**config.mk**
```make
export PLATFORM = sky130hd
export DESIGN_NAME = usiDecoder
export DESIGN_NICKNAME = d
export VERILOG_FILES = /design/src/verilog/usiPkg.sv /design/src/verilog/usiDecoder.sv
export SDC_FILE = /design/constraint.sdc
export NUM_CORES = 1
export LEC_CHECK = 0
export BUFFER_PORTS_ARGS = -buffer_cell sky130_fd_sc_hd__buf_4
export CORE_ASPECT_RATIO = 0.7
export CORE_MARGIN = 1.5
export CORE_UTILIZATION = 32
export DETAILED_ROUTE_END_ITERATION = 16
export SLEW_MARGIN = 20
export SYNTH_ARGS = -nofsm -noshare
export SYNTH_HDL_FRONTEND = slang
export SYNTH_SLANG_ARGS = --single-unit
```
**constraint.sdc**
```tcl
create_clock -name iMCLK -period 4.85 [get_ports iMCLK]
set_clock_uncertainty 0.1 [all_clocks]
set_input_delay 0.97 -clock iMCLK [delete_from_list [all_inputs] [get_ports iMCLK]]
set_output_delay 0.97 -clock iMCLK [all_outputs]
set_load 0.05 [all_outputs]
```
**src/verilog/usiPkg.sv**
```systemverilog
package usiPkg;

	// --------------------
	// CSR bus types
	// --------------------

	// Address word split into block and byte offset
	typedef struct packed {
		logic [3:0] blk;		// Block select, top nibble
		logic [3:0] rsv;		// Reserved
		logic [7:0] ofs;		// Byte offset inside the block
	} usiAdrsFldT;

	// Decoder looks at blk, the blocks look at ofs
	typedef union packed {
		logic [15:0] flat;
		usiAdrsFldT  fld;
	} usiAdrsT;

	// Host command
	typedef struct packed {
		logic        wr;		// 1 = write
		usiAdrsT     adrs;
		logic [31:0] wd;
	} usiCmdT;

	// Decoder to block strobe
	typedef struct packed {
		logic        stb;		// One cycle per access
		logic        wr;
		logic [7:0]  ofs;
		logic [31:0] wd;
	} usiSlvT;

	// --------------------
	// Memory bus types
	// --------------------
	typedef struct packed {
		logic        wr;
		logic [15:0] adrs;		// Word address
		logic [15:0] wd;
	} ufiReqT;

	// Block map, other values unmapped
	localparam logic [3:0] cBlkGpio = 4'h0;
	localparam logic [3:0] cBlkMem  = 4'h1;
	localparam logic [3:0] cBlkDma  = 4'h2;

	// Register offsets
	localparam logic [7:0] cOfsGpioOut = 8'h0;
	localparam logic [7:0] cOfsGpioDir = 8'h4;
	localparam logic [7:0] cOfsGpioIn  = 8'h8;
	localparam logic [7:0] cOfsMemAdrs = 8'h0;
	localparam logic [7:0] cOfsMemWd   = 8'h4;
	localparam logic [7:0] cOfsMemCmd  = 8'h8;
	localparam logic [7:0] cOfsMemRd   = 8'hC;
	localparam logic [7:0] cOfsDmaSrc  = 8'h0;
	localparam logic [7:0] cOfsDmaDst  = 8'h4;
	localparam logic [7:0] cOfsDmaLen  = 8'h8;
	localparam logic [7:0] cOfsDmaCtrl = 8'hC;

endpackage
```
**src/verilog/usiDecoder.sv**
```systemverilog
module usiDecoder import usiPkg::*; (
	input  logic        iMCLK,
	input  logic        qnARST,
	input  logic        usiReq,
	input  usiCmdT      usiCmd,
	output logic        usiAck,
	output logic [31:0] usiRd,
	output usiSlvT      slv,
	output logic        gpioSel,
	output logic        memSel,
	output logic        dmaSel,
	input  logic [31:0] gpioRd,
	input  logic [31:0] memRd,
	input  logic [31:0] dmaRd
);

	logic        reqQ;			// Sampled host request
	logic        active;		// Access in flight until ack drops
	logic        stbQ;			// Strobe stage
	logic        rdPend;		// Block register stage
	logic [2:0]  selD, selQ;	// {dma, mem, gpio}
	logic [3:0]  blkQ;			// Kept for read-data return
	logic        wrQ;
	logic [7:0]  ofsQ;
	logic [31:0] wdQ;
	logic        newReq;

	assign newReq = reqQ & ~active;

	// Block field to one-hot select
	always_comb
	begin
		case (usiCmd.adrs.fld.blk)
			cBlkGpio: selD = 3'b001;
			cBlkMem:  selD = 3'b010;
			cBlkDma:  selD = 3'b100;
			default:  selD = 3'b000;	// Unmapped, no block answers
		endcase
	end

	// --------------------
	// Handshake sequence
	// --------------------
	always_ff @(posedge iMCLK, negedge qnARST)
	begin
		if (!qnARST)
		begin
			reqQ   <= 1'b0;
			active <= 1'b0;
			stbQ   <= 1'b0;
			rdPend <= 1'b0;
			selQ   <= '0;
			usiAck <= 1'b0;
		end
		else
		begin
			reqQ   <= usiReq;
			stbQ   <= newReq;				// One-cycle strobe
			rdPend <= stbQ;					// Block registers its data here
			selQ   <= newReq ? selD : 3'b000;
			if (newReq)
				active <= 1'b1;
			else if (usiAck && !reqQ)
				active <= 1'b0;			// Four-phase complete
			if (rdPend)
				usiAck <= 1'b1;
			else if (usiAck && !reqQ)
				usiAck <= 1'b0;
		end
	end

	// Command payload and read return
	always_ff @(posedge iMCLK)
	begin
		if (newReq)
		begin
			blkQ <= usiCmd.adrs.fld.blk;
			wrQ  <= usiCmd.wr;
			ofsQ <= usiCmd.adrs.fld.ofs;
			wdQ  <= usiCmd.wd;
		end
		if (rdPend)
		begin
			case (blkQ)
				cBlkGpio: usiRd <= gpioRd;
				cBlkMem:  usiRd <= memRd;
				cBlkDma:  usiRd <= dmaRd;
				default:  usiRd <= '0;
			endcase
		end
	end

	assign slv = '{stb: stbQ, wr: wrQ, ofs: ofsQ, wd: wdQ};
	assign {dmaSel, memSel, gpioSel} = selQ;

endmodule

```
==> impl_metrics.csv <==
group,metric,value,unit
detailed_routing,drtPass1Iterations,4,
detailed_routing,ant_nets,0,
pwr,finalPower,1702,µW
pwr,power_frac_clock,35.2,%
detailed_routing,viasPerCell,4.493,
timing,setup_viol,0,
clocking,cts_made_buffers,9,
die,die_height,88.70,µm
pwr,p_comb_share,15.0,%
pwr,p_per_area,315.8,nW/µm²
synth,synth_cells,172,
grt,grt-ovfl-total,0,
die,die_area,11120,µm²
synth,yosysUniqueCellTypes,17,
grt,use_met1,18.31,%
min_path,min_to,"rdPend$_DFF_PN0_",
min_path,min_path_type,"reg -> reg",
worst_setup_path,crit_family,"flip-flops",
worst_setup_path,path_cells,"buf_4 > mux2i_1 > o2bb2ai_1",
layout,fin_nets,544,
pwr,vdd_drop_max,166.4,µV
grt,grt_pass1_vias,2291,
pwr,swShare,24.02,%
worst_setup_path,ff2ff_path_depth,3,
timing,slew_headroom,36.70,%
pwr,p_sw,408.8,µW
detailed_routing,routedWlPerCell,15.72,µm
clocking,ctsHoldBuffers,0,
synth,ys_seq_area_share,74.84,%
clocking,post_cts_resized,0,
clocking,post-cts-setup-buffer-count,0,
clocking,clk-insertion-delay-late,330,ps
timing,slew_viol_final,0,
placement,io_buffers,221,
worst_setup_path,timing.rr.end,"usiRd[0]$_DFFE_PP_",
worst_setup_path,rrSetupSlack,2730,ps
placement,gp_routability_congestion,0.7012,
detailed_routing,first_iter_violations,74,
layout,multi_input_area,752.0,µm²
synth,avgSynthCellArea,19.52,µm²
synth,netlist_area,3357,µm²
pwr,p_seq_share,49.8,%
layout,drive_gt1_share,62.59,%
pwr,power.leakage,0.002327,µW
synth,yosys_warnings,0,
detailed_routing,drt_wl_total,8380,µm
placement,placed_area,5130,µm²
clocking,cts.path.max_buffers,2,
timing,worst_slew_pin_slew,949.4,ps
detailed_routing,vias,2395,
layout,n_fill_cell,902,
die,pin_count,226,
die,core_area,10280,µm²
timing,layout_min_cycle_time,2117,ps
worst_setup_path,critPathSlowestCell,"edfxtp_1",
min_path,hold_path_depth,0,
timing,rsz0062_at_grt,"no",
layout,antenna_cells,0,
layout,final_area,5390,µm²
job,cap_violations,0,
clocking,cts_max_level,3,
grt,grt_max_degree,47,
grt,grt_use_total,14.88,%
die,num_rows,31,
worst_setup_path,critPathArrivalTime,2080,ps
die,start_util,32.66,%
synth,yosys_register_bits,85,
worst_setup_path,r2r_start,"blkQ[1]$_DFFE_PP_",
die,die_w,125.4,µm
clocking,clkSinkCount,85,
detailed_routing,drt_drc_violations_left,0,
grt,antenna_found_initial,0,
grt,busiest_layer,"met2",
clocking,tritoncts,"yes",
worst_setup_path,path_buf_inv,1,
grt,met3_usage,6.106,%
worst_setup_path,crit_required,4810,ps
timing,hold_viol,0,
worst_setup_path,worst_path_largest_cell_delay,970,ps
min_path,hp-start,"stbQ$_DFF_PN0_",
timing,finalSetupTns,0,ps
timing,fmax,472.4,MHz
pwr,p_int,1293,µW
worst_setup_path,cp_max_fo,18,
clocking,clock-root-buffer,"clkbuf_16",
layout,area_growth,60.57,%
worst_setup_path,worstSetupPathType,"reg -> reg",
worst_setup_path,startpoint_type,"register",
worst_setup_path,cp-end-kind,"register",
timing,timing.final.crit_share,43.65,%
grt,grt_pass1_wl,12410,µm
clocking,clk_pin_slew,60,ps
synth,syn_nets,320,
grt,use_met2,24.26,%
outcome,status,"complete, no violations",
layout,seqCellArea,2512,µm²
[sequential cells by signal, summed over array words and instances, names as in the netlist]
signal and flops:
stbQ 1, usiAck 1, reqQ 1, ofsQ 8, wrQ 1, usiRd 32, rdPend 1, wdQ 32
selQ 3, blkQ 4, active 1
[logic make-up (layout without fill, tap and decap cells)]
group	after synthesis	count (layout)	synth area share, %
buf+inv	14	243	2.981
compound gates	34	34	10.66
simple gates	7	7	1.975
mux	32	32	9.542
flops	85	85	74.84
[per-layer routing]
| layer | part of all wire (%) | routed length [µm] | vias up |
|---|---|---|---|
| met5 | 0 | 0 | - |
| met2 | 49 | 4081 | 117 |
| met4 | 1.1 | 95 | 0 |
| met3 | 8.4 | 701 | 7 |
| li1 | - | - | 1147 |
| met1 | 42 | 3501 | 1124 |
[metrics by stage]
| step | hold WS (ps) | setup slack [ps] | std cells | util, % |
|---|---|---|---|---|
| after CTS | 291.1 | 2680 | 533 | 52.44 |
| after detailed placement | 276.7 | 2683 | 517 | 49.91 |
| after floorplan | 254.8 | 1869 | 172 | - |
| after global placement | 270.8 | 2734 | 517 | 49.91 |
| final | 289.0 | 2733 | 533 | 52.44 |
| after global routing | 294.4 | 2570 | 533 | 52.44 |
[cells in the mapped netlist, drive strengths merged]
library cell	number	area [µm²]
edfxtp	77	2312
mux2i	32	320.3
o2bb2ai	32	342.8
buf	12	92.58
dfrtp	8	200.2
a21o	2	15.01
nor3b	2	15.01
clkbuf	1	3.750
inv	1	3.750
nor2b	1	6.260
nor3	1	5.000
nor4b	1	23.77
or3	1	6.260
or4b	1	10.01
[worst max path at each step]
stage / start / end / slack (ps) / cells past startpoint
CTS: blkQ[1]$_DFFE_PP_ / usiRd[0]$_DFFE_PP_ / 2680 / 3
floorplan: active$_DFFE_PN0P_ / blkQ[0]$_DFFE_PP_ / 1870 / 1
detailed placement: blkQ[1]$_DFFE_PP_ / usiRd[0]$_DFFE_PP_ / 2680 / 3
global route: blkQ[1]$_DFFE_PP_ / usiRd[29]$_DFFE_PP_ / 2570 / 3
finish: blkQ[1]$_DFFE_PP_ / usiRd[0]$_DFFE_PP_ / 2730 / 3
global placement: blkQ[1]$_DFFE_PP_ / usiRd[30]$_DFFE_PP_ / 2730 / 3
[power by group through the flow]
stage | combinational [µW] | sequential, µW | clock (µW)
after floorplan | 43.2 | 942 | 0
after global placement | 255 | 862 | 0
after detailed placement | 258 | 864 | 0
after CTS | 258 | 849 | 619
after global routing | 269 | 851 | 652
final | 255 | 848 | 599
[area by class of cell]
type / instances / share of cell area (%)
clock inverters: 6 / 0.5803
flip-flops and latches: 85 / 46.61
repair buffers: 226 / 31.48
inverters: 1 / 0.06964
clock buffers: 10 / 4.248
well taps: 132 / 3.064
multi-input cells: 73 / 13.95
[layout by cell type (no fill, tap or decap)]
cell type    n
clkinv_1     2
clkbuf_16    9
nor3_1       1
clkinv_2     3
dfrtp_1      8
edfxtp_1    77
or3_1        1
or4b_1       1
o2bb2ai_2   10
clkbuf_1     1
nor3b_1      2
nor4b_4      1
a21o_1       2
clkinv_4     1
inv_1        1
buf_4      226
o2bb2ai_1   22
mux2i_1     32
nor2b_4      1
No activity file was read; power rests on OpenSTA's default activity.
