<file path="config.mk">
export PLATFORM = sky130hd
export DESIGN_NAME = memWindow
export DESIGN_NICKNAME = d
export VERILOG_FILES = /design/src/verilog/usiPkg.sv /design/src/verilog/memWindow.sv
export SDC_FILE = /design/constraint.sdc
export NUM_CORES = 1
export LEC_CHECK = 0
export ABC_AREA = 1
export BUFFER_PORTS_ARGS = -buffer_cell sky130_fd_sc_hd__buf_2
export CAP_MARGIN = 10
export CORE_AREA = 2 2 76 150
export DETAILED_ROUTE_END_ITERATION = 8
export DIE_AREA = 0 0 78 152
export HOLD_SLACK_MARGIN = 0.06
export PLACE_DENSITY = 0.59
export SLEW_MARGIN = 25
export SYNTH_ARGS = -nofsm -noshare
export SYNTH_HDL_FRONTEND = slang
export SYNTH_SLANG_ARGS = --single-unit
</file>
<file path="constraint.sdc">
create_clock -name iMCLK -period 2.4 [get_ports iMCLK]
set_input_delay 0.12 -clock iMCLK [delete_from_list [all_inputs] [get_ports iMCLK]]
set_output_delay 0.12 -clock iMCLK [all_outputs]
set_load 0.01 [all_outputs]
</file>
<file path="src/verilog/usiPkg.sv">
package usiPkg;

	// --------------------
	// CSR bus types
	// --------------------

	// Address word split into block and byte offset
	typedef struct packed {
		logic [3:0] blk;		// Block select, top nibble
		logic [3:0] rsv;		// Reserved
		logic [7:0] ofs;		// Byte offset inside the block
	} usiAdrsFldT;

	// Decoder looks at blk, the blocks look at ofs
	typedef union packed {
		logic [15:0] flat;
		usiAdrsFldT  fld;
	} usiAdrsT;

	// Host command
	typedef struct packed {
		logic        wr;		// 1 = write
		usiAdrsT     adrs;
		logic [31:0] wd;
	} usiCmdT;

	// Decoder to block strobe
	typedef struct packed {
		logic        stb;		// One cycle per access
		logic        wr;
		logic [7:0]  ofs;
		logic [31:0] wd;
	} usiSlvT;

	// --------------------
	// Memory bus types
	// --------------------
	typedef struct packed {
		logic        wr;
		logic [15:0] adrs;		// Word address
		logic [15:0] wd;
	} ufiReqT;

	// Block map, other values unmapped
	localparam logic [3:0] cBlkGpio = 4'h0;
	localparam logic [3:0] cBlkMem  = 4'h1;
	localparam logic [3:0] cBlkDma  = 4'h2;

	// Register offsets
	localparam logic [7:0] cOfsGpioOut = 8'h0;
	localparam logic [7:0] cOfsGpioDir = 8'h4;
	localparam logic [7:0] cOfsGpioIn  = 8'h8;
	localparam logic [7:0] cOfsMemAdrs = 8'h0;
	localparam logic [7:0] cOfsMemWd   = 8'h4;
	localparam logic [7:0] cOfsMemCmd  = 8'h8;
	localparam logic [7:0] cOfsMemRd   = 8'hC;
	localparam logic [7:0] cOfsDmaSrc  = 8'h0;
	localparam logic [7:0] cOfsDmaDst  = 8'h4;
	localparam logic [7:0] cOfsDmaLen  = 8'h8;
	localparam logic [7:0] cOfsDmaCtrl = 8'hC;

endpackage
</file>
<file path="src/verilog/memWindow.sv">
module memWindow import usiPkg::*; (
	input  logic        iMCLK,
	input  logic        qnARST,
	input  usiSlvT      slv,
	input  logic        memSel,
	output logic [31:0] memRd,
	output logic        ufiReq,
	output ufiReqT      ufiCmd,
	input  logic        ufiAck,
	input  logic [15:0] ufiRd
);

	logic [15:0] adrsQ, wdQ;
	logic [15:0] rdQ;			// Last read result
	logic        busy;
	ufiReqT      cmdQ;			// Held for the whole bus cycle
	logic        csrHit, wrHit, start;

	assign csrHit = slv.stb & memSel;
	assign wrHit  = csrHit & slv.wr;
	// Bit 0 write, bit 1 read, ignored while busy
	assign start  = wrHit && (slv.ofs == cOfsMemCmd) && !busy
		&& (slv.wd[0] || slv.wd[1]);

	// --------------------
	// Master side four-phase
	// --------------------
	always_ff @(posedge iMCLK, negedge qnARST)
	begin
		if (!qnARST)
		begin
			busy   <= 1'b0;
			ufiReq <= 1'b0;
		end
		else if (start)
		begin
			busy   <= 1'b1;
			ufiReq <= 1'b1;
		end
		else if (ufiReq && ufiAck)
			ufiReq <= 1'b0;			// Data taken, release
		else if (busy && !ufiReq && !ufiAck)
			busy   <= 1'b0;			// Ack gone, cycle done
	end

	always_ff @(posedge iMCLK)
	begin
		if (wrHit && slv.ofs == cOfsMemAdrs)
			adrsQ <= slv.wd[15:0];
		if (wrHit && slv.ofs == cOfsMemWd)
			wdQ <= slv.wd[15:0];
		if (start)
			cmdQ <= '{wr: slv.wd[0], adrs: adrsQ, wd: wdQ};	// Write wins if both
		if (ufiReq && ufiAck && !cmdQ.wr)
			rdQ <= ufiRd;
		if (csrHit)
		begin
			case (slv.ofs)
				cOfsMemAdrs: memRd <= 32'(adrsQ);
				cOfsMemWd:   memRd <= 32'(wdQ);
				cOfsMemCmd:  memRd <= {busy, 31'b0};	// Busy at bit 31
				cOfsMemRd:   memRd <= 32'(rdQ);
				default:     memRd <= '0;
			endcase
		end
	end

	assign ufiCmd = cmdQ;

endmodule

</file>
==> PnR_summary.wiki <==
{| class="wikitable"
! Metric !! Value
|-
| Run status || finished clean
|-
| Number of global-route vias before repair || roughly 2200
|-
| Total number of vias || 2259
|-
| Die Width || 78 µm
|-
| Startpoint Class || input port
|-
| Share of the yosys chip area belonging to registers || between 80% and 90%
|-
| Post-place setup slack || 0.7854 ns
|-
| Syn Std Cell Area || around 3600 µm²
|-
| Number of setup violations in the final report || 0
|-
| Chip height || ~150 µm
|-
| Routing usage on met3 || 3.800%
|-
| Final weighted congestion of routability-driven global placement || 0.7198
|-
| Required time at the endpoint of the critical path || 2.41 ns
|-
| Post-cts resize count || 0
|-
| Share of the synthesized area in the top cell type || between 80% and 90%
|-
| Met1 Usage GRT || 12.79%
|-
| Max clock buf depth || 2
|-
| Data arrival time of the worst path || 1.50 ns
|-
| Post-layout instance count excluding filler cells || a little over 500
|-
| IR drop worst, VDD || 0.3464 mV
|-
| Cell at the root of the clock tree || clkbuf_16
|-
| Top-count cell post-synth || edfxtp_1
|-
| Areal power density over the cells || 688.2 nW/µm²
|-
| Minimum clock period after layout || 1.483 ns
|-
| Syn avg cell area || ~16 µm²
|-
| Multi-input logic area || 514.2 µm²
|-
| NetSw || 0.0006651 W
|-
| First-pass iteration count of the detailed router || 4
|-
| Antenna diodes || 0
|-
| Post-DR vias/cell || between 4 and 5
|-
| Most common library cells after synthesis || edfxtp_1 (98), nand3_1 (49), nand2_1 (27)
|-
| Type of the worst setup path || input port to register
|-
| Routed WL || 7.861 mm
|-
| Most frequently used flop master after synthesis || edfxtp_1
|-
| Number of port buffers || between 90 and 100
|-
| Top-level port count || between 100 and 150
|-
| Synth unique cells || 16
|-
| RSZ-0062 raised after global routing || no
|-
| Source-to-sink clock delay at the later pin of the worst-skew pair || approximately 0.34 ns
|-
| Mapped Cells || 223
|-
| Combinational group share of total power || 4.2%
|-
| Maximum clock skew at final layout || 0.005011 ns
|-
| Slew at the pin closest to its max-slew limit || ~0.83 ns
|-
| GRT Overall Usage || between 10% and 20%
|-
| Die area || 11860 µm²
|-
| Post-synthesis sequential element count || 100
|-
| Wire length of the first global-routing pass || approximately 12 mm
|-
| Maxcap violations || 0
|-
| Final core utilization || 44.93%
|-
| Maximum fanout along the worst path || 21
|-
| Total clock buffers created by CTS || 9
|-
| Worst min-delay path class || input port to asynchronous set/reset pin
|-
| Met2 usage in global routing || 25.74%
|-
| Type of destination of the critical path || register
|-
| Layout cell share with drive strength beyond 1 || 34.59%
|-
| Clock slew seen by the registers of the worst setup and hold paths || 0.06 ns
|-
| Pleak || 1.919 nW
|-
| Initial core utilization || 33.73%
|-
| EDFF count, synth || 98
|-
| Placeable Area || 10810 µm²
|-
| Clock tree from TritonCTS || yes
|-
| Leading cell types by total area after synthesis || edfxtp_1 (81%), nand3_1 (6.7%), buf_4 (3.5%)
|-
| Total power || 0.003343 W
|-
| CTS H-tree lvls || 3
|-
| Clock share of power || roughly two fifths
|-
| Sequential cell area || ~3000 µm²
|-
| Routed wirelength normalized by instance count || 15.41 µm
|-
| Count of warnings emitted by yosys || 0
|-
| Sink count of the clock tree || 100
|-
| Area leader, netlist || edfxtp_1
|-
| Cell Rows || 54
|-
| Sequential share of power || between 50% and 60%
|-
| Placed Instances || between 400 and 500
|-
| Count of routing violations after the opening detailed-route iteration || slightly above 80
|-
| HPWL after detailed placement || 5.265 mm
|-
| Busiest layer in global routing || met2
|-
| GRT overflow || 0
|-
| Number of antenna violations at the first check in global routing || 0
|-
| Proportion of total power due to net switching || between 15 and 20%
|-
| Total negative setup slack || 0 ns
|-
| Fill cells || 1027
|-
| Post-layout worst setup margin || 0.9170 ns
|-
| Detailed-route DRC error count || 0
|-
| Upper clock frequency limit || between 0.6 and 0.7 GHz
|-
| Number of hold-slack violations in the final timing report || 0
|-
| Design internal power || 0.002678 W
|-
| Total Nets Final || around 430
|-
| Number of pins with negative max-slew slack in the final report || 0
|-
| Share of flip-flops with an asynchronous set or reset after synthesis || 2.000%
|-
| Antenna Nets Post-Route || 0
|-
| Max transition margin || around 45%
|-
| Final period util || between 60 and 70%
|-
| Largest net degree at the start of global routing || 33
|-
| Area grow syn2layout || 33.22%
|}
final cells by class:
cell class / count / area share, %
sequential: 100 / 61.62
clock inverter: 7 / 0.8758
inverter: 7 / 0.5410
multi-input combinational: 109 / 10.59
timing repair buffer: 138 / 18.13
tap: 140 / 3.606
clock buffer: 9 / 4.637
final timing paths:
check	start	end	slack (ns)	cells after the start
hold / removal	qnARST	ufiReq$_DFFE_PN0P_	0.08	2
min in group iMCLK	slv[33]	ufiReq$_DFFE_PN0P_	0.22	6
hold reg to reg	adrsQ[13]$_DFFE_PP_	ufiCmd[29]$_DFFE_PP_	0.45	0
max in group asynchronous	qnARST	busy$_DFFE_PN0P_	2.22	2
setup reg to reg	ufiReq$_DFFE_PN0P_	rdQ[8]$_DFFE_PP_	0.97	3
setup / recovery	slv[0]	ufiCmd[31]$_DFFE_PP_	0.92	7
registers in the layout (all words and copies together), names as in the netlist:
signal and cells:
memRd 17, rdQ 16, ufiCmd 33, busy 1, ufiReq 1, adrsQ 16, wdQ 16
power by group through the flow:
stage	clock network (W)	logic, W	registers [W]
after floorplan	0	0.0000554	0.00195
after global placement	0	0.0000921	0.00195
after detailed placement	0	0.0000952	0.00195
after CTS	0.00133	0.000140	0.00191
after global routing	0.00140	0.000152	0.00191
final	0.00129	0.000139	0.00191
metal layers:
layer / part of all wire (%) / up-vias / routed length [µm]
met5: 0 / - / 0
met4: 3.6 / 0 / 286
met3: 5.1 / 18 / 399
met2: 58 / 91 / 4556
met1: 33 / 1075 / 2618
li1: - / 1075 / -
what timing repair did:
action | 4_1_cts | 5_1_grt
setup endpoints to repair | 0 | 0
hold endpoints to repair | 53 | 0
buffers inserted | 0 | 0
hold buffers | 34 | 0
layout by cell type (no fill, tap or decap):
cell	Yosys	final
buf_4	17	8
clkinv_4	0	1
nand2_2	2	2
nor3_1	2	1
buf_2	0	96
conb_1	1	15
clkinvlp_4	0	1
clkbuf_16	0	9
clkinv_2	0	2
nor3_2	0	1
inv_2	2	2
dfrtp_1	2	2
nand3_1	49	49
nand2_1	27	27
and2_1	1	1
edfxtp_1	98	98
inv_1	5	5
nor2_1	9	7
clkinv_1	0	2
nor2_4	3	3
dlygate4sd3_1	0	34
inv_6	0	1
o21ai_0	1	1
nor2_2	0	2
cell families after synthesis:
group	Yosys count	synth area share (%)
other cells	1	0.1029
compound gates	1	0.1371
flops	100	82.09
simple gates	93	12.15
buf+inv	28	5.525
through the flow:
step	hold slack, ns	instance area [µm²]
2_1_floorplan	-0.1756	3699
3_3_place_gp	-0.09368	4249
3_5_place_dp	-0.09082	4249
4_1_cts	0.07116	4857
5_1_grt	0.08907	4857
6_report	0.08346	4857
worst max-delay path, stage by stage:
cell and delay (ns):
dlygate4sd3_1 0.51, buf_2 0.13, nor2_1 0.06, nor3_1 0.15, nand2_1 0.12, inv_1 0.09, buf_4 0.29
Power figures use the tool's default switching activity.
