--- config.mk ---
export PLATFORM = sky130hd
export DESIGN_NAME = gpioBlock
export DESIGN_NICKNAME = d
export VERILOG_FILES = /design/src/verilog/usiPkg.sv /design/src/verilog/gpioBlock.sv
export SDC_FILE = /design/constraint.sdc
export NUM_CORES = 1
export LEC_CHECK = 0
export BUFFER_PORTS_ARGS = -buffer_cell sky130_fd_sc_hd__clkbuf_2
export CORE_MARGIN = 2
export CORE_UTILIZATION = 34
export CTS_CLUSTER_SIZE = 16
export DETAILED_ROUTE_END_ITERATION = 12
export PLACE_DENSITY_LB_ADDON = 0.1
export SLEW_MARGIN = 20
export SYNTH_ARGS = -nofsm -noshare
export SYNTH_HDL_FRONTEND = slang
export SYNTH_SLANG_ARGS = --single-unit
--- constraint.sdc ---
create_clock -name iMCLK -period 1.1 [get_ports iMCLK]
set_clock_uncertainty 0.05 [all_clocks]
set_input_delay 0.165 -clock iMCLK [delete_from_list [all_inputs] [get_ports iMCLK]]
set_output_delay 0.165 -clock iMCLK [all_outputs]
set_load 0.005 [all_outputs]
--- src/verilog/usiPkg.sv ---
package usiPkg;

	// --------------------
	// CSR bus types
	// --------------------

	// Address word split into block and byte offset
	typedef struct packed {
		logic [3:0] blk;		// Block select, top nibble
		logic [3:0] rsv;		// Reserved
		logic [7:0] ofs;		// Byte offset inside the block
	} usiAdrsFldT;

	// Decoder looks at blk, the blocks look at ofs
	typedef union packed {
		logic [15:0] flat;
		usiAdrsFldT  fld;
	} usiAdrsT;

	// Host command
	typedef struct packed {
		logic        wr;		// 1 = write
		usiAdrsT     adrs;
		logic [31:0] wd;
	} usiCmdT;

	// Decoder to block strobe
	typedef struct packed {
		logic        stb;		// One cycle per access
		logic        wr;
		logic [7:0]  ofs;
		logic [31:0] wd;
	} usiSlvT;

	// --------------------
	// Memory bus types
	// --------------------
	typedef struct packed {
		logic        wr;
		logic [15:0] adrs;		// Word address
		logic [15:0] wd;
	} ufiReqT;

	// Block map, other values unmapped
	localparam logic [3:0] cBlkGpio = 4'h0;
	localparam logic [3:0] cBlkMem  = 4'h1;
	localparam logic [3:0] cBlkDma  = 4'h2;

	// Register offsets
	localparam logic [7:0] cOfsGpioOut = 8'h0;
	localparam logic [7:0] cOfsGpioDir = 8'h4;
	localparam logic [7:0] cOfsGpioIn  = 8'h8;
	localparam logic [7:0] cOfsMemAdrs = 8'h0;
	localparam logic [7:0] cOfsMemWd   = 8'h4;
	localparam logic [7:0] cOfsMemCmd  = 8'h8;
	localparam logic [7:0] cOfsMemRd   = 8'hC;
	localparam logic [7:0] cOfsDmaSrc  = 8'h0;
	localparam logic [7:0] cOfsDmaDst  = 8'h4;
	localparam logic [7:0] cOfsDmaLen  = 8'h8;
	localparam logic [7:0] cOfsDmaCtrl = 8'hC;

endpackage
--- src/verilog/gpioBlock.sv ---
module gpioBlock import usiPkg::*; #(
	parameter int pGpioWidth = 6
) (
	input  logic                  iMCLK,
	input  logic                  qnARST,
	input  usiSlvT                slv,
	input  logic                  gpioSel,
	output logic [31:0]           gpioRd,
	input  logic [pGpioWidth-1:0] gpioIn,
	output logic [pGpioWidth-1:0] gpioOut,
	output logic [pGpioWidth-1:0] gpioOe
);

	logic [pGpioWidth-1:0] outQ, dirQ;
	logic [pGpioWidth-1:0] syncA, syncB;	// Pin synchroniser
	logic                  csrHit;

	assign csrHit = slv.stb & gpioSel;

	always_ff @(posedge iMCLK, negedge qnARST)
	begin
		if (!qnARST)
		begin
			outQ  <= '0;
			dirQ  <= '0;		// All pins input
			syncA <= '0;
			syncB <= '0;
		end
		else
		begin
			syncA <= gpioIn;
			syncB <= syncA;
			if (csrHit && slv.wr)
			begin
				case (slv.ofs)
					cOfsGpioOut: outQ <= slv.wd[pGpioWidth-1:0];
					cOfsGpioDir: dirQ <= slv.wd[pGpioWidth-1:0];
					default: ;		// GpioIn is read only
				endcase
			end
		end
	end

	// Read data one cycle after the strobe
	always_ff @(posedge iMCLK)
	begin
		if (csrHit)
		begin
			case (slv.ofs)
				cOfsGpioOut: gpioRd <= 32'(outQ);
				cOfsGpioDir: gpioRd <= 32'(dirQ);
				cOfsGpioIn:  gpioRd <= 32'(syncB);
				default:     gpioRd <= '0;
			endcase
		end
	end

	assign gpioOut = outQ;
	assign gpioOe  = dirQ;		// 1 = drive

endmodule

==> results of run 1 <==
stage by stage:
stage	setup TNS (ns)	hold slack, ns
final	-0.3002	0.08641
after global routing	-0.5764	0.07372
after CTS	-0.3239	0.07334
after detailed placement	-4.809	0.1156
after global placement	-4.701	0.1073
after floorplan	-1.469	-0.1806
cell usage in the layout, fill, tap and decap left out:
master | synthesis | routed
a21oi_1 | 6 | 3
a21oi_2 | 0 | 3
and2_1 | 1 | 1
and4b_1 | 2 | 2
and4b_2 | 1 | 1
buf_12 | 0 | 1
buf_4 | 26 | 7
buf_6 | 2 | 1
bufinv_16 | 0 | 1
clkbuf_1 | 0 | 1
clkbuf_2 | 0 | 40
clkbuf_4 | 0 | 1
clkbuf_8 | 0 | 6
conb_1 | 1 | 26
dfrtp_1 | 24 | 24
dlygate4sd3_1 | 0 | 7
edfxtp_1 | 6 | 6
mux2_2 | 6 | 6
mux2_4 | 6 | 6
mux2i_1 | 6 | 6
nand2_1 | 7 | 7
nand4_4 | 0 | 1
nor2_1 | 1 | 1
nor2b_1 | 1 | 1
nor4_4 | 1 | 1
or2_2 | 6 | 4
or2_4 | 0 | 2
power by group through the flow:
stage                     logic (mW)  clock network (mW)  registers (mW)
after CTS                      0.192                1.15            1.19
after global placement         0.171                   0            1.21
after floorplan                0.129                   0            1.21
after detailed placement       0.173                   0            1.21
final                          0.194                1.12            1.19
after global routing           0.224                1.21            1.19
synthesized netlist by cell type, drive strengths merged:
library cell	number	area [µm²]
nand4	1	12.51
dfrtp	24	600.6
nor2	1	3.750
buf	28	217.7
a21oi	6	30.03
and2	1	6.260
and4b	3	31.28
edfxtp	6	180.2
nor2b	1	6.260
nor4	1	21.27
or2	6	37.54
nand2	7	26.28
mux2i	6	60.06
mux2	12	157.7
conb	1	3.750
cell type report:
cell class	instances	area, µm²
fillers	377	2135
flip-flops and latches	30	780.7
multi-input cells	71	515.5
repair buffers	57	361.6
clock buffers	7	86.33
well taps	50	62.56
clock inverters	1	30.03
state kept, by name (all words and copies together), names as in the netlist:
name,count
gpioOe,6
gpioRd,6
syncA,6
syncB,6
gpioOut,6
logic make-up (layout without fill, tap and decap cells):
logic type      after synthesis  in the layout  synth area share, %
flops                        30             30                55.96
buf+inv                      28             65                15.61
simple gates                 21             21                10.40
compound gates                6              6                2.153
other cells                   1             26               0.2688
mux                          18             18                15.61
layer usage:
layer	track usage, %	wire [µm]	vias up
met5	0	0	-
met3	5.099	224	2
met4	6.000	20	0
li1	-	-	423
met2	17.60	1171	50
met1	14.29	975	416
critical path: cells and delay by family:
family,cells,cell delay [ns]
multiplexers,1,0.30
AND/OR/NAND/NOR,2,0.56
buffers and inverters,2,0.23
repair_timing:
action	CTS	global route
endpoints found under the setup margin	16	14
hold buffers	7	0
gates resized for setup	2	7
pin swaps	0	5
endpoints found under the hold margin	30	0
buffers inserted	0	1
final timing paths:
kind	from	end
worst max-delay path	slv[38]	gpioOut[0]
worst min-delay path	slv[2]	gpioOut[2]
worst max register to register	gpioOe[2]	gpioRd[2]
worst min register to register	syncA[4]	syncB[4]
max in group asynchronous	qnARST	gpioOut[0]
min in group asynchronous	qnARST	syncB[2]
==> metrics.md, run 1 <==
| Metric | Value |
|---|---|
| Synth Warn # | `0` |
| Total CTS buffers | `5` |
| FMAX | `around 860 MHz` |
| Layout net count | `about 220` |
| Hold Path Stages | `2` |
| Cells along the critical path | `buf_6 > nor4_4 > and4b_1 > buf_12 > mux2_4` |
| PwrDens | `between 1000 and 1500 nW/µm²` |
| Grt total ovfl | `0` |
| Total power draw | `roughly 2.5 mW` |
| Routed Antenna Nets | `0` |
| Placement Cell Area | `around 1600 µm²` |
| Htree depth | `2` |
| Pin count of the biggest net entering global routing | `25` |
| Sequential Power Share | `between 40% and 50%` |
| Cell Area, Synth | `1395 µm²` |
| Pleak | `between 0.9 and 1 nW` |
| VDD IR max | `around 800 µV` |
| Unrepaired setup endpoints after global routing | `true` |
| Die Wd | `68.06 µm` |
| Num ports | `95` |
| Netlist cell types | `18` |
| R2R setup slack | `approximately 0.040 ns` |
| Row cnt | `23` |
| Seq/Total Area, Yosys | `a little under three fifths` |
| Clock Latency Late Sink | `0.28 ns` |
| Crit end category | `flip-flop` |
| HPWL after DPL | `1867 µm` |
| HP Class | `in -> reg` |
| Startpoint Class | `input pin` |
| WS Path Type | `in -> reg` |
| DRT iter0 DRCs | `21` |
| Fin crit share | `105.5%` |
| Routed len/inst | `11.07 µm` |
| Clock power share | `between 40% and 50%` |
| Mean Syn Cell Area | `around 13 µm²` |
| Final count of hold timing violations | `0` |
| Port buffer count | `42` |
| Comb power frac | `around 7.8%` |
| CP max stage cell | `and4b_1` |
| Fin crit period | `around 1.2 ns` |
| Die Area | `about 4600 µm²` |
| Root Buffer | `clkbuf_8` |
| Gpl congestion | `~0.69` |
| Max-Cap Viols | `0` |
| Initial core utilization | `35.13%` |
| Finish-stage setup viols | `6` |
| Worst-case clock buffer depth | `2` |
| CTS tree | `built` |
| CTS Sinks | `30` |
| Core ar. | `~4000 µm²` |
| Antenna violations before repair | `0` |
| Die span in y | `around 68 µm` |
| Status | `complete, but fails checks` |
| Switch share | `between 10% and 20%` |
| Syn Inst Count | `104` |
| Via count | `approximately 900` |
| CP peak stage delay | `~0.30 ns` |
| Drt drc | `0` |
| Vias/cell | `between 4 and 5` |
| CP Data Arrival Time | `around 1.3 ns` |
| Share of cells above drive strength 1 | `roughly half` |
| First-pass GRT wire length | `~3800 µm` |
| Sw power | `just under 0.5 mW` |
| Failing checks | `setup timing` |
| Clock Pin Slew Worst Setup and Hold Paths | `around 0.070 ns` |
| Placed Cells | `204` |
| Critical Path RT | `between 1 and 1.5 ns` |
| Drt pass-1 iters | `3` |
| Cell depth of the worst flop-to-flop path | `3` |
| Vias in the first global route | `between 800 and 900` |
| Final Slew Violations | `0` |
| Core Util, Final | `between 40% and 50%` |
| Number of inserted diodes | `0` |
| Worst slack at placement | `-0.3484 ns` |
| Fin cells | `~220` |
| Syn-to-layout area delta | `31.66%` |
| #FFs+latches synth | `30` |
| GRT Util Overall | `11.73%` |
| DRT Wirelength | `roughly 2400 µm` |
| Critical-path maximum fanout | `6` |
| Final instance area | `between 1500 and 2000 µm²` |
| Internal Pwr Total | `around 2 mW` |
| Final worst slack | `-0.06061 ns` |
No activity file was read; power rests on OpenSTA's default activity.
==> run 2: changes to the inputs <==
Settings changed: CORE_UTILIZATION 34 to 30, PLACE_DENSITY from default to 0.61, PLACE_DENSITY_LB_ADDON 0.1 to default.
==> run 2 against run 1 <==
Net effect: register-to-register slack worse by 0.02 ns; fmax down 3.4%; critical endpoint is now gpioOut[5]; the run still ends with setup timing left; non-clock buffer count unchanged; clock power down 28%; largest cell class unchanged; highest routed layer is now met3.
==> metrics.md, run 2 (synthesis results as in run 1) <==
| Metric | Value |
|---|---|
| Routed len/inst | `11.57 µm (+4.5%)` |
| Gpl congestion | `0.6547 (-5.5%)` |
| Worst-case clock buffer depth | `2 (unchanged)` |
| Most frequent cells in the layout | `clkbuf_2 (41), conb_1 (26), dfrtp_1 (24)` |
| HP Class | `in -> reg` |
| Vias/cell | `4.014 (-2.7%)` |
| Most common cell after layout, fill and taps aside | `clkbuf_2` |
| Critical Path RT | `1.20 ns (about the same)` |
| Final worst slack | `-0.1019 ns (-0.04127 ns)` |
| Port buffer count | `42 (unchanged)` |
| Max-Cap Viols | `0 (unchanged)` |
| Drt drc | `0 (unchanged)` |
| Routed Antenna Nets | `0 (unchanged)` |
| Antenna violations before repair | `0 (unchanged)` |
| Pin count of the biggest net entering global routing | `25 (unchanged)` |
| Die span in y | `72.20 µm (+6.1%)` |
| Num ports | `95 (unchanged)` |
| Startpoint Class | `input pin` |
| Clock Pin Slew Worst Setup and Hold Paths | `0.06 ns (about the same)` |
| Hold Path Stages | `2 (unchanged)` |
| Failing checks | `setup timing` |
| WS Path Type | `in -> reg` |
| FMAX | `832.0 MHz (-3.4%)` |
| Status | `complete, but fails checks` |
| Register area | `780.7 µm² (unchanged)` |
| Htree depth | `2 (unchanged)` |
| Drt pass-1 iters | `4 (+1)` |
| GRT Util Overall | `9.671% (-2.1 points)` |
| Vias in the first global route | `803 (-5.8%)` |
| Grt total ovfl | `0 (unchanged)` |
| DRT iter0 DRCs | `8 (-62%)` |
| Final Slew Violations | `0 (unchanged)` |
| Layout net count | `216 (unchanged)` |
| Row cnt | `24 (+4.3%)` |
| CP Data Arrival Time | `1.31 ns (+0.05 ns)` |
| Pleak | `0.9098 nW (-0.68%)` |
| Root Buffer | `clkbuf_8` |
| Core ar. | `4414 µm² (+11%)` |
| HPWL after DPL | `1918 µm (+2.7%)` |
| Setup TNS | `-0.5997 ns (-0.2995 ns)` |
| Cell depth of the worst flop-to-flop path | `3 (unchanged)` |
| Clock Latency Late Sink | `0.27 ns (about the same)` |
| Initial core utilization | `31.60% (-3.5 points)` |
| Worst slack at placement | `-0.3994 ns (-0.05102 ns)` |
| Die Area | `5212 µm² (+13%)` |
| Critical-path maximum fanout | `6 (unchanged)` |
| Crit end category | `flip-flop` |
| Share of cells above drive strength 1 | `50.60% (+1.8 points)` |
| Finish-stage setup viols | `7 (+1)` |
| PwrDens | `1206 nW/µm² (-11%)` |
| Total CTS buffers | `5 (unchanged)` |
| Multi-input logic area | `523.0 µm² (+1.5%)` |
| VDD IR max | `935.2 µV (+16%)` |
| Number of inserted diodes | `0 (unchanged)` |
| Syn-to-layout area delta | `29.69%` |
| Fillers | `420 (+11%)` |
| DRT Wirelength | `2522 µm (+5.4%)` |
| Core Util, Final | `40.99% (-5.3 points)` |
| Final instance area | `1809 µm² (-1.5%)` |
| Unrepaired setup endpoints after global routing | `true` |
| Via count | `875 (-1.8%)` |
| Fin crit period | `1.202 ns (+0.04127 ns)` |
| Hold slack | `0.08688 ns (+0.0004689 ns)` |
| CTS tree | `built` |
| Die Wd | `72.20 µm (+6.1%)` |
| Fin crit share | `109.3% (+3.8 points)` |
| Placement Cell Area | `1619 µm² (-1.2%)` |
| Final count of hold timing violations | `0 (unchanged)` |
| CTS Sinks | `30 (unchanged)` |
| First-pass GRT wire length | `3705 µm (-2.9%)` |
[run 2: final timing paths]
kind                            startpoint    endpoint  slack, ns
worst max-delay path               slv[38]  gpioOut[5]      -0.10
worst min-delay path                slv[1]  gpioOut[1]       0.09
worst max register to register   gpioOe[5]   gpioRd[5]       0.02
worst min register to register    syncA[5]    syncB[5]       0.30
max in group asynchronous           qnARST   gpioOe[1]       0.42
min in group asynchronous           qnARST    syncA[3]       0.35
[run 2: power by group]
group | leakage, nW | internal [mW] | switching, mW
clock | 0.0426 | 0.433 | 0.368
sequential | 0.360 | 1.17 | 0.0141
combinational | 0.507 | 0.0960 | 0.0988
total | 0.910 | 1.70 | 0.480
[run 2: worst max-delay path: stages]
cell     delay (ns)
buf_6          0.09
nor4_4         0.32
and4b_1        0.29
buf_12         0.14
mux2_4         0.29
[run 2: repair_timing]
| action | 4_1_cts | 5_1_grt |
|---|---|---|
| pin swaps | 1 | 5 |
| resized for setup | 0 | 11 |
| buffers inserted | 0 | 1 |
| cloned | 0 | 0 |
| endpoints found under the hold margin | 30 | 0 |
| hold buffers | 7 | 0 |
| endpoints found under the setup margin | 13 | 18 |
[run 2: per-layer routing]
layer  vias to the layer above  share of wire (%)  track usage [%]
met5                         -                  0                0
li1                        420                  -                -
met3                         0                9.4            4.444
met1                       400                 42            11.91
met2                        55                 49            15.39
met4                         0                  0            2.516
[run 2: area by class of cell]
cell class                 instances  share of cell area (%)
sequential                        30                   43.15
multi-input combinational         71                   28.91
clock buffer                       6                   4.011
timing repair buffer              57                   19.85
tap                               52                   3.596
clock inverter                     2                  0.4841
[run 2: through the flow]
| step | std cells | power, mW |
|---|---|---|
| after CTS | 217 | 2.203 |
| after floorplan | 129 | 1.334 |
| after global placement | 203 | 1.377 |
| final | 218 | 2.182 |
| after global routing | 218 | 2.304 |
| after detailed placement | 203 | 1.378 |
