$ cat src/verilog/usiPkg.sv
package usiPkg;

	// --------------------
	// CSR bus types
	// --------------------

	// Address word split into block and byte offset
	typedef struct packed {
		logic [3:0] blk;		// Block select, top nibble
		logic [3:0] rsv;		// Reserved
		logic [7:0] ofs;		// Byte offset inside the block
	} usiAdrsFldT;

	// Decoder looks at blk, the blocks look at ofs
	typedef union packed {
		logic [15:0] flat;
		usiAdrsFldT  fld;
	} usiAdrsT;

	// Host command
	typedef struct packed {
		logic        wr;		// 1 = write
		usiAdrsT     adrs;
		logic [31:0] wd;
	} usiCmdT;

	// Decoder to block strobe
	typedef struct packed {
		logic        stb;		// One cycle per access
		logic        wr;
		logic [7:0]  ofs;
		logic [31:0] wd;
	} usiSlvT;

	// --------------------
	// Memory bus types
	// --------------------
	typedef struct packed {
		logic        wr;
		logic [15:0] adrs;		// Word address
		logic [15:0] wd;
	} ufiReqT;

	// Block map, other values unmapped
	localparam logic [3:0] cBlkGpio = 4'h0;
	localparam logic [3:0] cBlkMem  = 4'h1;
	localparam logic [3:0] cBlkDma  = 4'h2;

	// Register offsets
	localparam logic [7:0] cOfsGpioOut = 8'h0;
	localparam logic [7:0] cOfsGpioDir = 8'h4;
	localparam logic [7:0] cOfsGpioIn  = 8'h8;
	localparam logic [7:0] cOfsMemAdrs = 8'h0;
	localparam logic [7:0] cOfsMemWd   = 8'h4;
	localparam logic [7:0] cOfsMemCmd  = 8'h8;
	localparam logic [7:0] cOfsMemRd   = 8'hC;
	localparam logic [7:0] cOfsDmaSrc  = 8'h0;
	localparam logic [7:0] cOfsDmaDst  = 8'h4;
	localparam logic [7:0] cOfsDmaLen  = 8'h8;
	localparam logic [7:0] cOfsDmaCtrl = 8'hC;

endpackage
$ cat src/verilog/copyDma.sv
module copyDma import usiPkg::*; (
	input  logic        iMCLK,
	input  logic        qnARST,
	input  usiSlvT      slv,
	input  logic        dmaSel,
	output logic [31:0] dmaRd,
	output logic        ufiReq,
	output ufiReqT      ufiCmd,
	input  logic        ufiAck,
	input  logic [15:0] ufiRd
);

	typedef enum logic [1:0] {sIdle, sReq, sDrop} dmaStateT;

	dmaStateT    state;
	logic [15:0] srcQ, dstQ;
	logic [7:0]  lenQ;			// Words, 1 to 255
	logic [7:0]  idxQ;			// Current word
	logic [7:0]  idxNext;
	logic [15:0] dataQ;			// Word in transit
	logic        done, busy;
	ufiReqT      cmdQ;
	logic        csrHit, wrHit, start, lastWord;

	assign csrHit   = slv.stb & dmaSel;
	assign wrHit    = csrHit & slv.wr;
	assign busy     = (state != sIdle);
	assign start    = wrHit && (slv.ofs == cOfsDmaCtrl) && slv.wd[0] && !busy;
	assign idxNext  = idxQ + 8'd1;
	assign lastWord = (idxNext == lenQ);

	// --------------------
	// Copy sequencer
	// --------------------
	always_ff @(posedge iMCLK, negedge qnARST)
	begin
		if (!qnARST)
		begin
			state <= sIdle;
			done  <= 1'b0;
			idxQ  <= '0;
		end
		else
		begin
			case (state)
				sIdle:
					if (start)
					begin
						done  <= 1'b0;
						idxQ  <= '0;
						state <= sReq;		// First read
					end
				sReq:
					if (ufiAck)
						state <= sDrop;
				sDrop:
					if (!ufiAck)
					begin
						if (!cmdQ.wr)
							state <= sReq;		// Read done, go write
						else if (lastWord)
						begin
							done  <= 1'b1;
							state <= sIdle;
						end
						else
						begin
							idxQ  <= idxNext;
							state <= sReq;
						end
					end
				default: state <= sIdle;
			endcase
		end
	end

	// Bus command and CSR side
	always_ff @(posedge iMCLK)
	begin
		if (start)
			cmdQ <= '{wr: 1'b0, adrs: srcQ, wd: 16'h0};
		else if (state == sDrop && !ufiAck)
		begin
			if (!cmdQ.wr)
				cmdQ <= '{wr: 1'b1, adrs: dstQ + 16'(idxQ), wd: dataQ};
			else
				cmdQ <= '{wr: 1'b0, adrs: srcQ + 16'(idxNext), wd: 16'h0};
		end
		if (state == sReq && ufiAck && !cmdQ.wr)
			dataQ <= ufiRd;
		if (wrHit && !busy)		// Setup frozen during a copy
		begin
			case (slv.ofs)
				cOfsDmaSrc: srcQ <= slv.wd[15:0];
				cOfsDmaDst: dstQ <= slv.wd[15:0];
				cOfsDmaLen: lenQ <= slv.wd[7:0];
				default: ;
			endcase
		end
		if (csrHit)
		begin
			case (slv.ofs)
				cOfsDmaSrc:  dmaRd <= 32'(srcQ);
				cOfsDmaDst:  dmaRd <= 32'(dstQ);
				cOfsDmaLen:  dmaRd <= 32'(lenQ);
				cOfsDmaCtrl: dmaRd <= {29'b0, busy, done, 1'b0};	// Start reads 0
				default:     dmaRd <= '0;
			endcase
		end
	end

	assign ufiReq = (state == sReq);
	assign ufiCmd = cmdQ;

endmodule

$ cat config.mk
export PLATFORM = sky130hd
export DESIGN_NAME = copyDma
export DESIGN_NICKNAME = d
export VERILOG_FILES = /design/src/verilog/usiPkg.sv /design/src/verilog/copyDma.sv
export SDC_FILE = /design/constraint.sdc
export NUM_CORES = 1
export LEC_CHECK = 0
export BUFFER_PORTS_ARGS = -buffer_cell sky130_fd_sc_hd__buf_4
export CORE_AREA = 2 2 103 105
export CTS_CLUSTER_DIAMETER = 120
export DETAILED_ROUTE_END_ITERATION = 6
export DIE_AREA = 0 0 105 107
export GPL_TIMING_DRIVEN = 0
export PLACE_DENSITY = 0.91
export SKIP_CTS_REPAIR_TIMING = 1
export SLEW_MARGIN = 20
export SYNTH_ARGS = -nofsm -noshare
export SYNTH_HDL_FRONTEND = slang
export SYNTH_SLANG_ARGS = --single-unit
$ cat constraint.sdc
create_clock -name iMCLK -period 5.57 [get_ports iMCLK]
set_clock_uncertainty 0.2 [all_clocks]
set_input_delay 0.2785 -clock iMCLK [delete_from_list [all_inputs] [get_ports iMCLK]]
set_output_delay 0.2785 -clock iMCLK [all_outputs]
set_load 0.05 [all_outputs]
==> impl.org, run 1 <==
** Global routing
- The via count of the first global-routing pass was 4627.
- The number of antenna violations at the first check in global routing is 0.
- For this run, the total global-route usage over all layers was measured as 0.279.
- The first global-routing pass estimated 23500 µm of wire.
- Summed over all layers, the global routing overflow is 0.
- Largest net degree at the start of global routing :: 19

** Synth
- Number of distinct library cells after synthesis :: 65
- In this run, synthesis inferred 88 flip-flops with an integrated enable.
- Counting flops and latches in the post-synthesis netlist gives 116.
- The synthesized netlist occupies a cell area of 0.00587 mm².
- Counting every instance in the synthesized netlist gives 501.
- Flip-flop cell with the highest count after synthesis :: sky130_fd_sc_hd__edfxtp_1
- Each instance of the synthesized netlist takes up on average 11.7 µm².
- Warning count from the yosys run :: 0
- Post-synthesis sequential area ratio :: 0.555
- Of all flip-flops after synthesis, the portion carrying an async set or reset was 0.0948.

** CTS
- Clock tree from TritonCTS :: done
- Clock latency reported for the late side of the worst-skew pair :: 0.53 ns
- The clock passes through at most 2 buffers.
- The tree built by TritonCTS fans out to 116 sinks.
- Buffer type at the clock tree root :: sky130_fd_sc_hd__clkbuf_8
- Number of buffers inserted during clock tree synthesis :: 17
- H-tree level count :: 4
- Clock-pin slew on the worst setup and hold paths :: 0.06 ns

** Detailed routing
- The count of nets left with antenna violations once routing finished came out at 0.
- Routed length per instance :: 19.9 µm
- The routed layout has 4872 vias.
- Final wirelength :: 16300 µm
- Vias per cell :: 5.97
- The first TritonRoute pass finished after 5 iterations.
- DRC violations left :: 0
- In this run, the number of DRC markers left after iteration 0 of detailed routing was 674.

** Worst setup path
- Type of the worst setup path :: register to register
- The startpoint identified for the worst register-to-register timing path is idxQ[0].
- Startpoint Class :: register
- Crit path arrival time :: 3.83 ns
- STA classifies the critical path endpoint as a register.
- For the worst setup path, the data required time is 5.65 ns.
- Terminus of the critical flop-to-flop path :: ufiCmd[29]
- For flop-to-flop paths, the worst setup slack is 1.82 ns.
- Counting cells, the worst reg-to-reg path comes to 10.
- CP Max Fanout :: 8

** Floorplan
- The die is 107 µm tall.
- Overall die width :: 105 µm
- The initial utilization of the core area, before any placement, comes to 0.582.
- Ports :: 128
- The die covers 0.0112 mm².
- The initialized floorplan defines 37 standard-cell rows.
- The total area inside the core boundary comes to 0.0101 mm².

** Outcome
- Run status :: finished, final reports clean

** Cells and area
- At the end of the flow, the number of nets in the layout was 751.
- Multi-input gate area :: 0.00244 mm²
- Of the cells placed in the final design, the portion with a size suffix greater than 1 is 0.240.
- Antenna diodes :: 0
- Once layout is complete, the utilization of the core stands at 0.770.
- Area used by sequential logic in the layout :: 0.00326 mm²
- Layout area overhead :: 32.4%
- Filler cells :: 614
- Non-filler instance count after layout :: 816

** STA
- Of the available clock period, the critical path in the final layout requires 0.673.
- In the final timing run, aggregate negative setup slack is 0 ns.
- The number of pins exceeding their max-slew limit in the final report came to 0.
- The worst path needs 3.75 ns of the cycle, external delays included.
- Unrepaired setup endpoints after global routing :: no
- Static timing analysis puts the maximum clock frequency at 267 MHz.
- Number of failing hold endpoints at the final stage :: 0
- Setup violations remaining at the end of the flow were counted as 0.
- Slew at the pin closest to its max-slew limit :: 0.889 ns
- Relative max-transition margin :: 0.407

** Worst hold path
- End point of the most critical hold path :: dmaRd[1]
- Worst hold path cell count :: 3
- Hold Startpoint :: slv[34]
- Worst hold path class :: primary input to register

** Pwr
- Reported leakage power :: 3.22 nW
- Reg power frac :: 0.349
- Switching fraction of total power :: 0.348
- Power Density :: 408 mW/mm²
- Internal power comes to 2.07 mW.
- Peak VDD IR :: 316 µV
- Combinational share of power :: 0.316
- The share of total power dissipated in the clock network is 0.334.
- For this design the total switching power over the nets is 1.10 mW.

** Placement
- Weighted congestion reported at the end of routability-driven placement :: 0.995
- The count of buffers added on input and output ports is 95.
- Placed cell count :: 749
- DP Wirelength :: 10600 µm

** Job
- Across the run, the number of max-cap violations was 0.
## cell usage after synthesis (10+ instances only)
master / count / area, µm²
sky130_fd_sc_hd__dfxtp_1: 17 / 340
sky130_fd_sc_hd__nand3_1: 16 / 80.1
sky130_fd_sc_hd__nand2_1: 30 / 113
sky130_fd_sc_hd__edfxtp_1: 88 / 2640
sky130_fd_sc_hd__mux2i_1: 18 / 180
sky130_fd_sc_hd__dfrtp_1: 11 / 275
sky130_fd_sc_hd__nor2_1: 50 / 188
sky130_fd_sc_hd__buf_4: 16 / 120
sky130_fd_sc_hd__clkbuf_1: 10 / 37.5
sky130_fd_sc_hd__xor2_1: 15 / 131
sky130_fd_sc_hd__inv_1: 14 / 52.6
sky130_fd_sc_hd__a22o_1: 18 / 158
sky130_fd_sc_hd__xnor2_1: 17 / 149
sky130_fd_sc_hd__ha_1: 20 / 250
sky130_fd_sc_hd__a21oi_1: 32 / 160
sky130_fd_sc_hd__o21ai_0: 23 / 115
## metrics by stage
stage / cell area [µm²] / hold WS [ns] / setup WS (ns) / total power [mW]
2_1_floorplan: 5930 / -0.217 / 2.52 / 1.79
3_3_place_gp: 6810 / -0.0799 / 1.76 / 2.04
3_5_place_dp: 6840 / -0.0773 / 2.04 / 2.07
4_1_cts: 7420 / -0.631 / 1.94 / 3.12
5_1_grt: 7770 / 0.0510 / 1.75 / 3.27
6_report: 7770 / 0.0401 / 1.82 / 3.17
## power groups by stage
stage                     registers [mW]  clock network (mW)  logic (mW)
after CTS                           1.10                1.05       0.965
final                               1.11                1.06        1.00
after global routing                1.12                1.09        1.06
after floorplan                     1.31                   0       0.483
after global placement              1.12                   0       0.923
after detailed placement            1.12                   0       0.952
## how the worst max path moves through the flow
stage	start	to	slack, ns	cells past startpoint
CTS	idxQ[0]	ufiCmd[28]	1.94	11
detailed placement	idxQ[0]	ufiCmd[28]	2.04	11
finish	idxQ[0]	ufiCmd[29]	1.82	10
global placement	slv[35]	srcQ[8]	1.76	5
global route	idxQ[0]	ufiCmd[29]	1.75	10
floorplan	idxQ[0]	ufiCmd[28]	2.52	11
## flip-flops by register name, summed over array words and instances, names as in the netlist
register and count:
dataQ 16, dmaRd 16, done 1, dstQ 16, idxQ 8, lenQ 8
srcQ 16, state 2, ufiCmd 33
## cell usage in the layout, fill, tap and decap left out, types with 11 or more instances in the layout
| cell type | instances |
|---|---|
| sky130_fd_sc_hd__buf_4 | 113 |
| sky130_fd_sc_hd__edfxtp_1 | 88 |
| sky130_fd_sc_hd__nor2_1 | 50 |
| sky130_fd_sc_hd__dlygate4sd3_1 | 35 |
| sky130_fd_sc_hd__a21oi_1 | 32 |
| sky130_fd_sc_hd__nand2_1 | 30 |
| sky130_fd_sc_hd__o21ai_0 | 23 |
| sky130_fd_sc_hd__ha_1 | 20 |
| sky130_fd_sc_hd__clkbuf_16 | 20 |
| sky130_fd_sc_hd__mux2i_1 | 18 |
| sky130_fd_sc_hd__a22o_1 | 18 |
| sky130_fd_sc_hd__xnor2_1 | 17 |
| sky130_fd_sc_hd__dfxtp_1 | 17 |
| sky130_fd_sc_hd__nand3_1 | 16 |
| sky130_fd_sc_hd__conb_1 | 16 |
| sky130_fd_sc_hd__xor2_1 | 15 |
| sky130_fd_sc_hd__inv_1 | 14 |
| sky130_fd_sc_hd__clkbuf_1 | 13 |
| sky130_fd_sc_hd__dfrtp_1 | 11 |
## layer usage
layer	share of wire	track usage	up-vias
met2	0.49	0.468	341
met4	0.037	0.112	0
met3	0.11	0.103	62
met5	0	0	-
li1	-	-	2163
met1	0.36	0.325	2306
## kinds of logic after synthesis
| group | synth area share |
|---|---|
| flip-flops | 0.555 |
| AND/OR/NAND/NOR | 0.126 |
| XOR/XNOR | 0.0620 |
| other | 0.000639 |
| multiplexers | 0.0345 |
| adder cells (fa/ha/maj) | 0.0494 |
| AO/OA/AOI/OAI | 0.132 |
| buffers and inverters | 0.0407 |
## cell type report
cell class / instances / area share
tap: 136 / 0.0219
buffer: 31 / 0.0240
inverter: 14 / 0.00676
timing repair buffer: 132 / 0.139
clock buffer: 26 / 0.0711
multi-input combinational: 355 / 0.314
sequential: 116 / 0.419
clock inverter: 6 / 0.00435
## worst max-delay path, stage by stage, from the launching register on
cell	delay (ns)
sky130_fd_sc_hd__dfrtp_1	0.51
sky130_fd_sc_hd__ha_1	0.34
sky130_fd_sc_hd__xor2_1	0.21
sky130_fd_sc_hd__ha_1	0.37
sky130_fd_sc_hd__o21ai_0	0.10
sky130_fd_sc_hd__o21bai_1	0.46
sky130_fd_sc_hd__a211oi_1	0.25
sky130_fd_sc_hd__nor3_1	0.43
sky130_fd_sc_hd__nand3_1	0.15
sky130_fd_sc_hd__xnor2_1	0.14
sky130_fd_sc_hd__a221o_1	0.32
Note: power is estimated with default switching activity, not from simulation.
==> run 2, diff against run 1 <==
CORE_AREA = 2 2 113 115   (was 2 2 103 105)
DIE_AREA = 0 0 115 117   (was 0 0 105 107)
PLACE_DENSITY = 0.81   (was 0.91)
clock period = 3.05 ns   (was 5.57 ns; I/O delays follow)
==> impl.org, run 2 (same netlist as run 1, synthesis figures left out) <==
** Outcome
- Run status: complete, but fails checks (was finished, final reports clean).
- Failing checks :: setup timing

** Cells and area
- The non-filler instance count after layout is 847 (was 816).
- Antenna diodes :: 0 (unchanged)
- Leading cell type in the layout, fill and taps excluded :: sky130_fd_sc_hd__buf_4 (unchanged)
- The fraction of final layout cells sized beyond drive strength 1 was 0.294 (was 0.240).
- Post-route cell area :: 0.00806 mm² (was 0.00777 mm²)
- Top library cells by usage in the layout, fill and taps aside: sky130_fd_sc_hd__buf_4 (129), sky130_fd_sc_hd__edfxtp_1 (88), sky130_fd_sc_hd__nor2_1 (50) (was sky130_fd_sc_hd__buf_4 (113), sky130_fd_sc_hd__edfxtp_1 (88), sky130_fd_sc_hd__nor2_1 (50)).
- Post-layout nets :: 768 (was 751)
- The total of fill cells in the finished design was 882 (was 614).
- The flip-flop count of the largest register, all copies and words added came to 33 (unchanged).
- Layout area overhead :: 37.2% (was 32.4%)
- The final standard cell utilization of the core was 0.655 (was 0.770).

** CTS
- Number of buffers on the longest clock path :: 2 (unchanged)
- Clock latency reported for the late side of the worst-skew pair :: 0.42 ns (was 0.53 ns)
- Clock sink count :: 116 (unchanged)
- Clock-pin slew on the worst setup and hold paths :: 0.05 ns (was 0.06 ns)
- Number of buffers inserted during clock tree synthesis :: 17 (unchanged)
- The number of H-tree levels came to 4 (unchanged).
- The root cell of the clock tree was sky130_fd_sc_hd__clkbuf_16 (was sky130_fd_sc_hd__clkbuf_8).
- The CTS tree is done (unchanged).

** Global routing
- Largest net degree at the start of global routing :: 19 (unchanged)
- Leftover overflow at the end of global routing :: 0 (unchanged)
- The via count of the first global-routing pass was 4484 (was 4627).
- The first-pass GRT wire length came to 23500 µm (about the same).
- Antenna violations before repair :: 0 (unchanged)
- Total Routing Usage GR :: 0.233 (was 0.279)

** Worst hold path
- Worst hold path cell count :: 3 (unchanged)
- The worst hold path class was primary input to register (unchanged).

** STA
- The actual slew at the worst max-slew pin was 0.924 ns (was 0.889 ns).
- Unrepaired setup endpoints after global routing :: yes (was no)
- Relative max-transition margin :: 0.384 (was 0.407)
- The number of pins exceeding their max-slew limit in the final report was 0 (unchanged).
- The final setup violation count came to 1 (was 0).
- Number of failing hold endpoints at the final stage :: 0 (unchanged)
- The smallest setup slack after layout was -0.0590 ns (was 1.82 ns).
- Setup TNS :: -0.0590 ns (was 0 ns)
- Portion of the clock cycle consumed by the worst path in the final layout :: 1.02 (was 0.673)
- Highest clock frequency the design can meet :: 322 MHz (was 267 MHz)
- Final hold slack :: 0.0322 ns (was 0.0401 ns)
- Fin crit period :: 3.11 ns (was 3.75 ns)

** Worst setup path
- The number of cell instances on the worst register-to-register path is 12 (was 10).
- Type of the worst setup path :: register to register (unchanged)
- The launching element type of the critical path is a register (unchanged).
- Critical path required time :: 3.01 ns (was 5.65 ns)
- CP Max Fanout :: 5 (was 8)
- Type of destination of the critical path :: register (unchanged)
- Crit path arrival time :: 3.07 ns (was 3.83 ns)

** Detailed routing
- The violation count after the first detailed-route iteration is 532 (was 674).
- First-pass iteration count of the detailed router :: 5 (unchanged)
- Final wirelength :: 15900 µm (was 16300 µm)
- The detail-routed net length per standard cell was 18.8 µm (was 19.9 µm).
- The via count was 4757 (was 4872).
- The routed length on met1 was 6390 µm (was 5790 µm).
- Final ANT Viol Nets :: 0 (unchanged)
- Top Metal Used :: met4 (unchanged)
- The residual DRC count is 0 (unchanged).
- The wire length on met2 is 7750 µm (was 8020 µm).
- Vias per cell :: 5.62 (was 5.97)
- The routed length on met3 is 1340 µm (was 1850 µm).

** Pwr
- Power Density :: 733 mW/mm² (was 408 mW/mm²)
- Peak VDD IR :: 589 µV (was 316 µV)
- The static leakage came to 3.32 nW (was 3.22 nW).
- The total power was 5.91 mW (was 3.17 mW).

** Placement
- The placer congestion estimate came to 0.992 (was 0.995).
- The post-placement setup slack came to -0.421 ns (was 2.04 ns).
- The half-perimeter wire length of the detailed placement result came to 10900 µm (was 10600 µm).
- Instance area after placement :: 0.00686 mm² (was 0.00684 mm²)
- The cell count after placement is 764 (was 749).
- PortBufs :: 95 (unchanged)

** Floorplan
- Y dimension of the die :: 117 µm (was 107 µm)
- Overall die width :: 115 µm (was 105 µm)
- Ports :: 128 (unchanged)
- Starting density of the core :: 0.477 (was 0.582)
- Die outline area :: 0.0135 mm² (was 0.0112 mm²)
- The total number of placement rows came to 41 (was 37).
- The placeable core region was 0.0123 mm² (was 0.0101 mm²).

** Job
- The max capacitance violation total was 0 (unchanged).
run 2: cell types whose count changed in the layout (fill, tap and decap cells not counted), moves of 3 or more:
cell	delta
sky130_fd_sc_hd__buf_4	+16
sky130_fd_sc_hd__dfrtp_1	-5
sky130_fd_sc_hd__dfrtp_2	+5
sky130_fd_sc_hd__ha_1	-4
sky130_fd_sc_hd__ha_4	+3
sky130_fd_sc_hd__xor2_1	-3
sky130_fd_sc_hd__xor2_2	+3
run 2: path summary, 6_finish.rpt:
| kind | from | to | slack (ns) |
|---|---|---|---|
| setup reg to reg | idxQ[0] | ufiCmd[28] | -0.06 |
| hold reg to reg | dataQ[7] | ufiCmd[7] | 0.26 |
| setup / recovery | idxQ[0] | ufiCmd[28] | -0.06 |
| min in group asynchronous | qnARST | idxQ[6] | 0.60 |
| hold / removal | slv[40] | srcQ[1] | 0.03 |
| max in group asynchronous | qnARST | idxQ[0] | 1.66 |
run 2: report_power, final:
group	switching (mW)	total [mW]	internal, mW
logic	1.17	1.96	0.787
registers	0.160	2.03	1.87
clock network	0.697	1.93	1.23
run 2: metal layers:
metal,up-vias,track usage
li1,2201,-
met1,2257,0.293
met2,256,0.382
met3,43,0.0726
met4,0,0.0884
met5,-,0
run 2: layout make-up:
type                       count  area, µm²  area share
timing repair buffer         149       1200       0.149
tap                          150        188      0.0233
sequential                   116       3260       0.405
buffer                        31        190      0.0236
clock buffer                  24        503      0.0624
multi-input combinational    355       2580       0.320
inverter                      14       56.3     0.00699
clock inverter                 8       73.8     0.00916
run 2: critical path, cell delays in order, from the launching register on:
cell                       delay, ns
sky130_fd_sc_hd__dfrtp_2        0.44
sky130_fd_sc_hd__buf_4          0.16
sky130_fd_sc_hd__inv_1          0.11
sky130_fd_sc_hd__ha_2           0.22
sky130_fd_sc_hd__inv_1          0.06
sky130_fd_sc_hd__fa_2           0.35
sky130_fd_sc_hd__nand3b_1       0.20
sky130_fd_sc_hd__a21bo_1        0.21
sky130_fd_sc_hd__a21oi_2        0.16
sky130_fd_sc_hd__and3_4         0.23
sky130_fd_sc_hd__nand3_1        0.10
sky130_fd_sc_hd__o2111a_1       0.15
sky130_fd_sc_hd__a221o_1        0.27
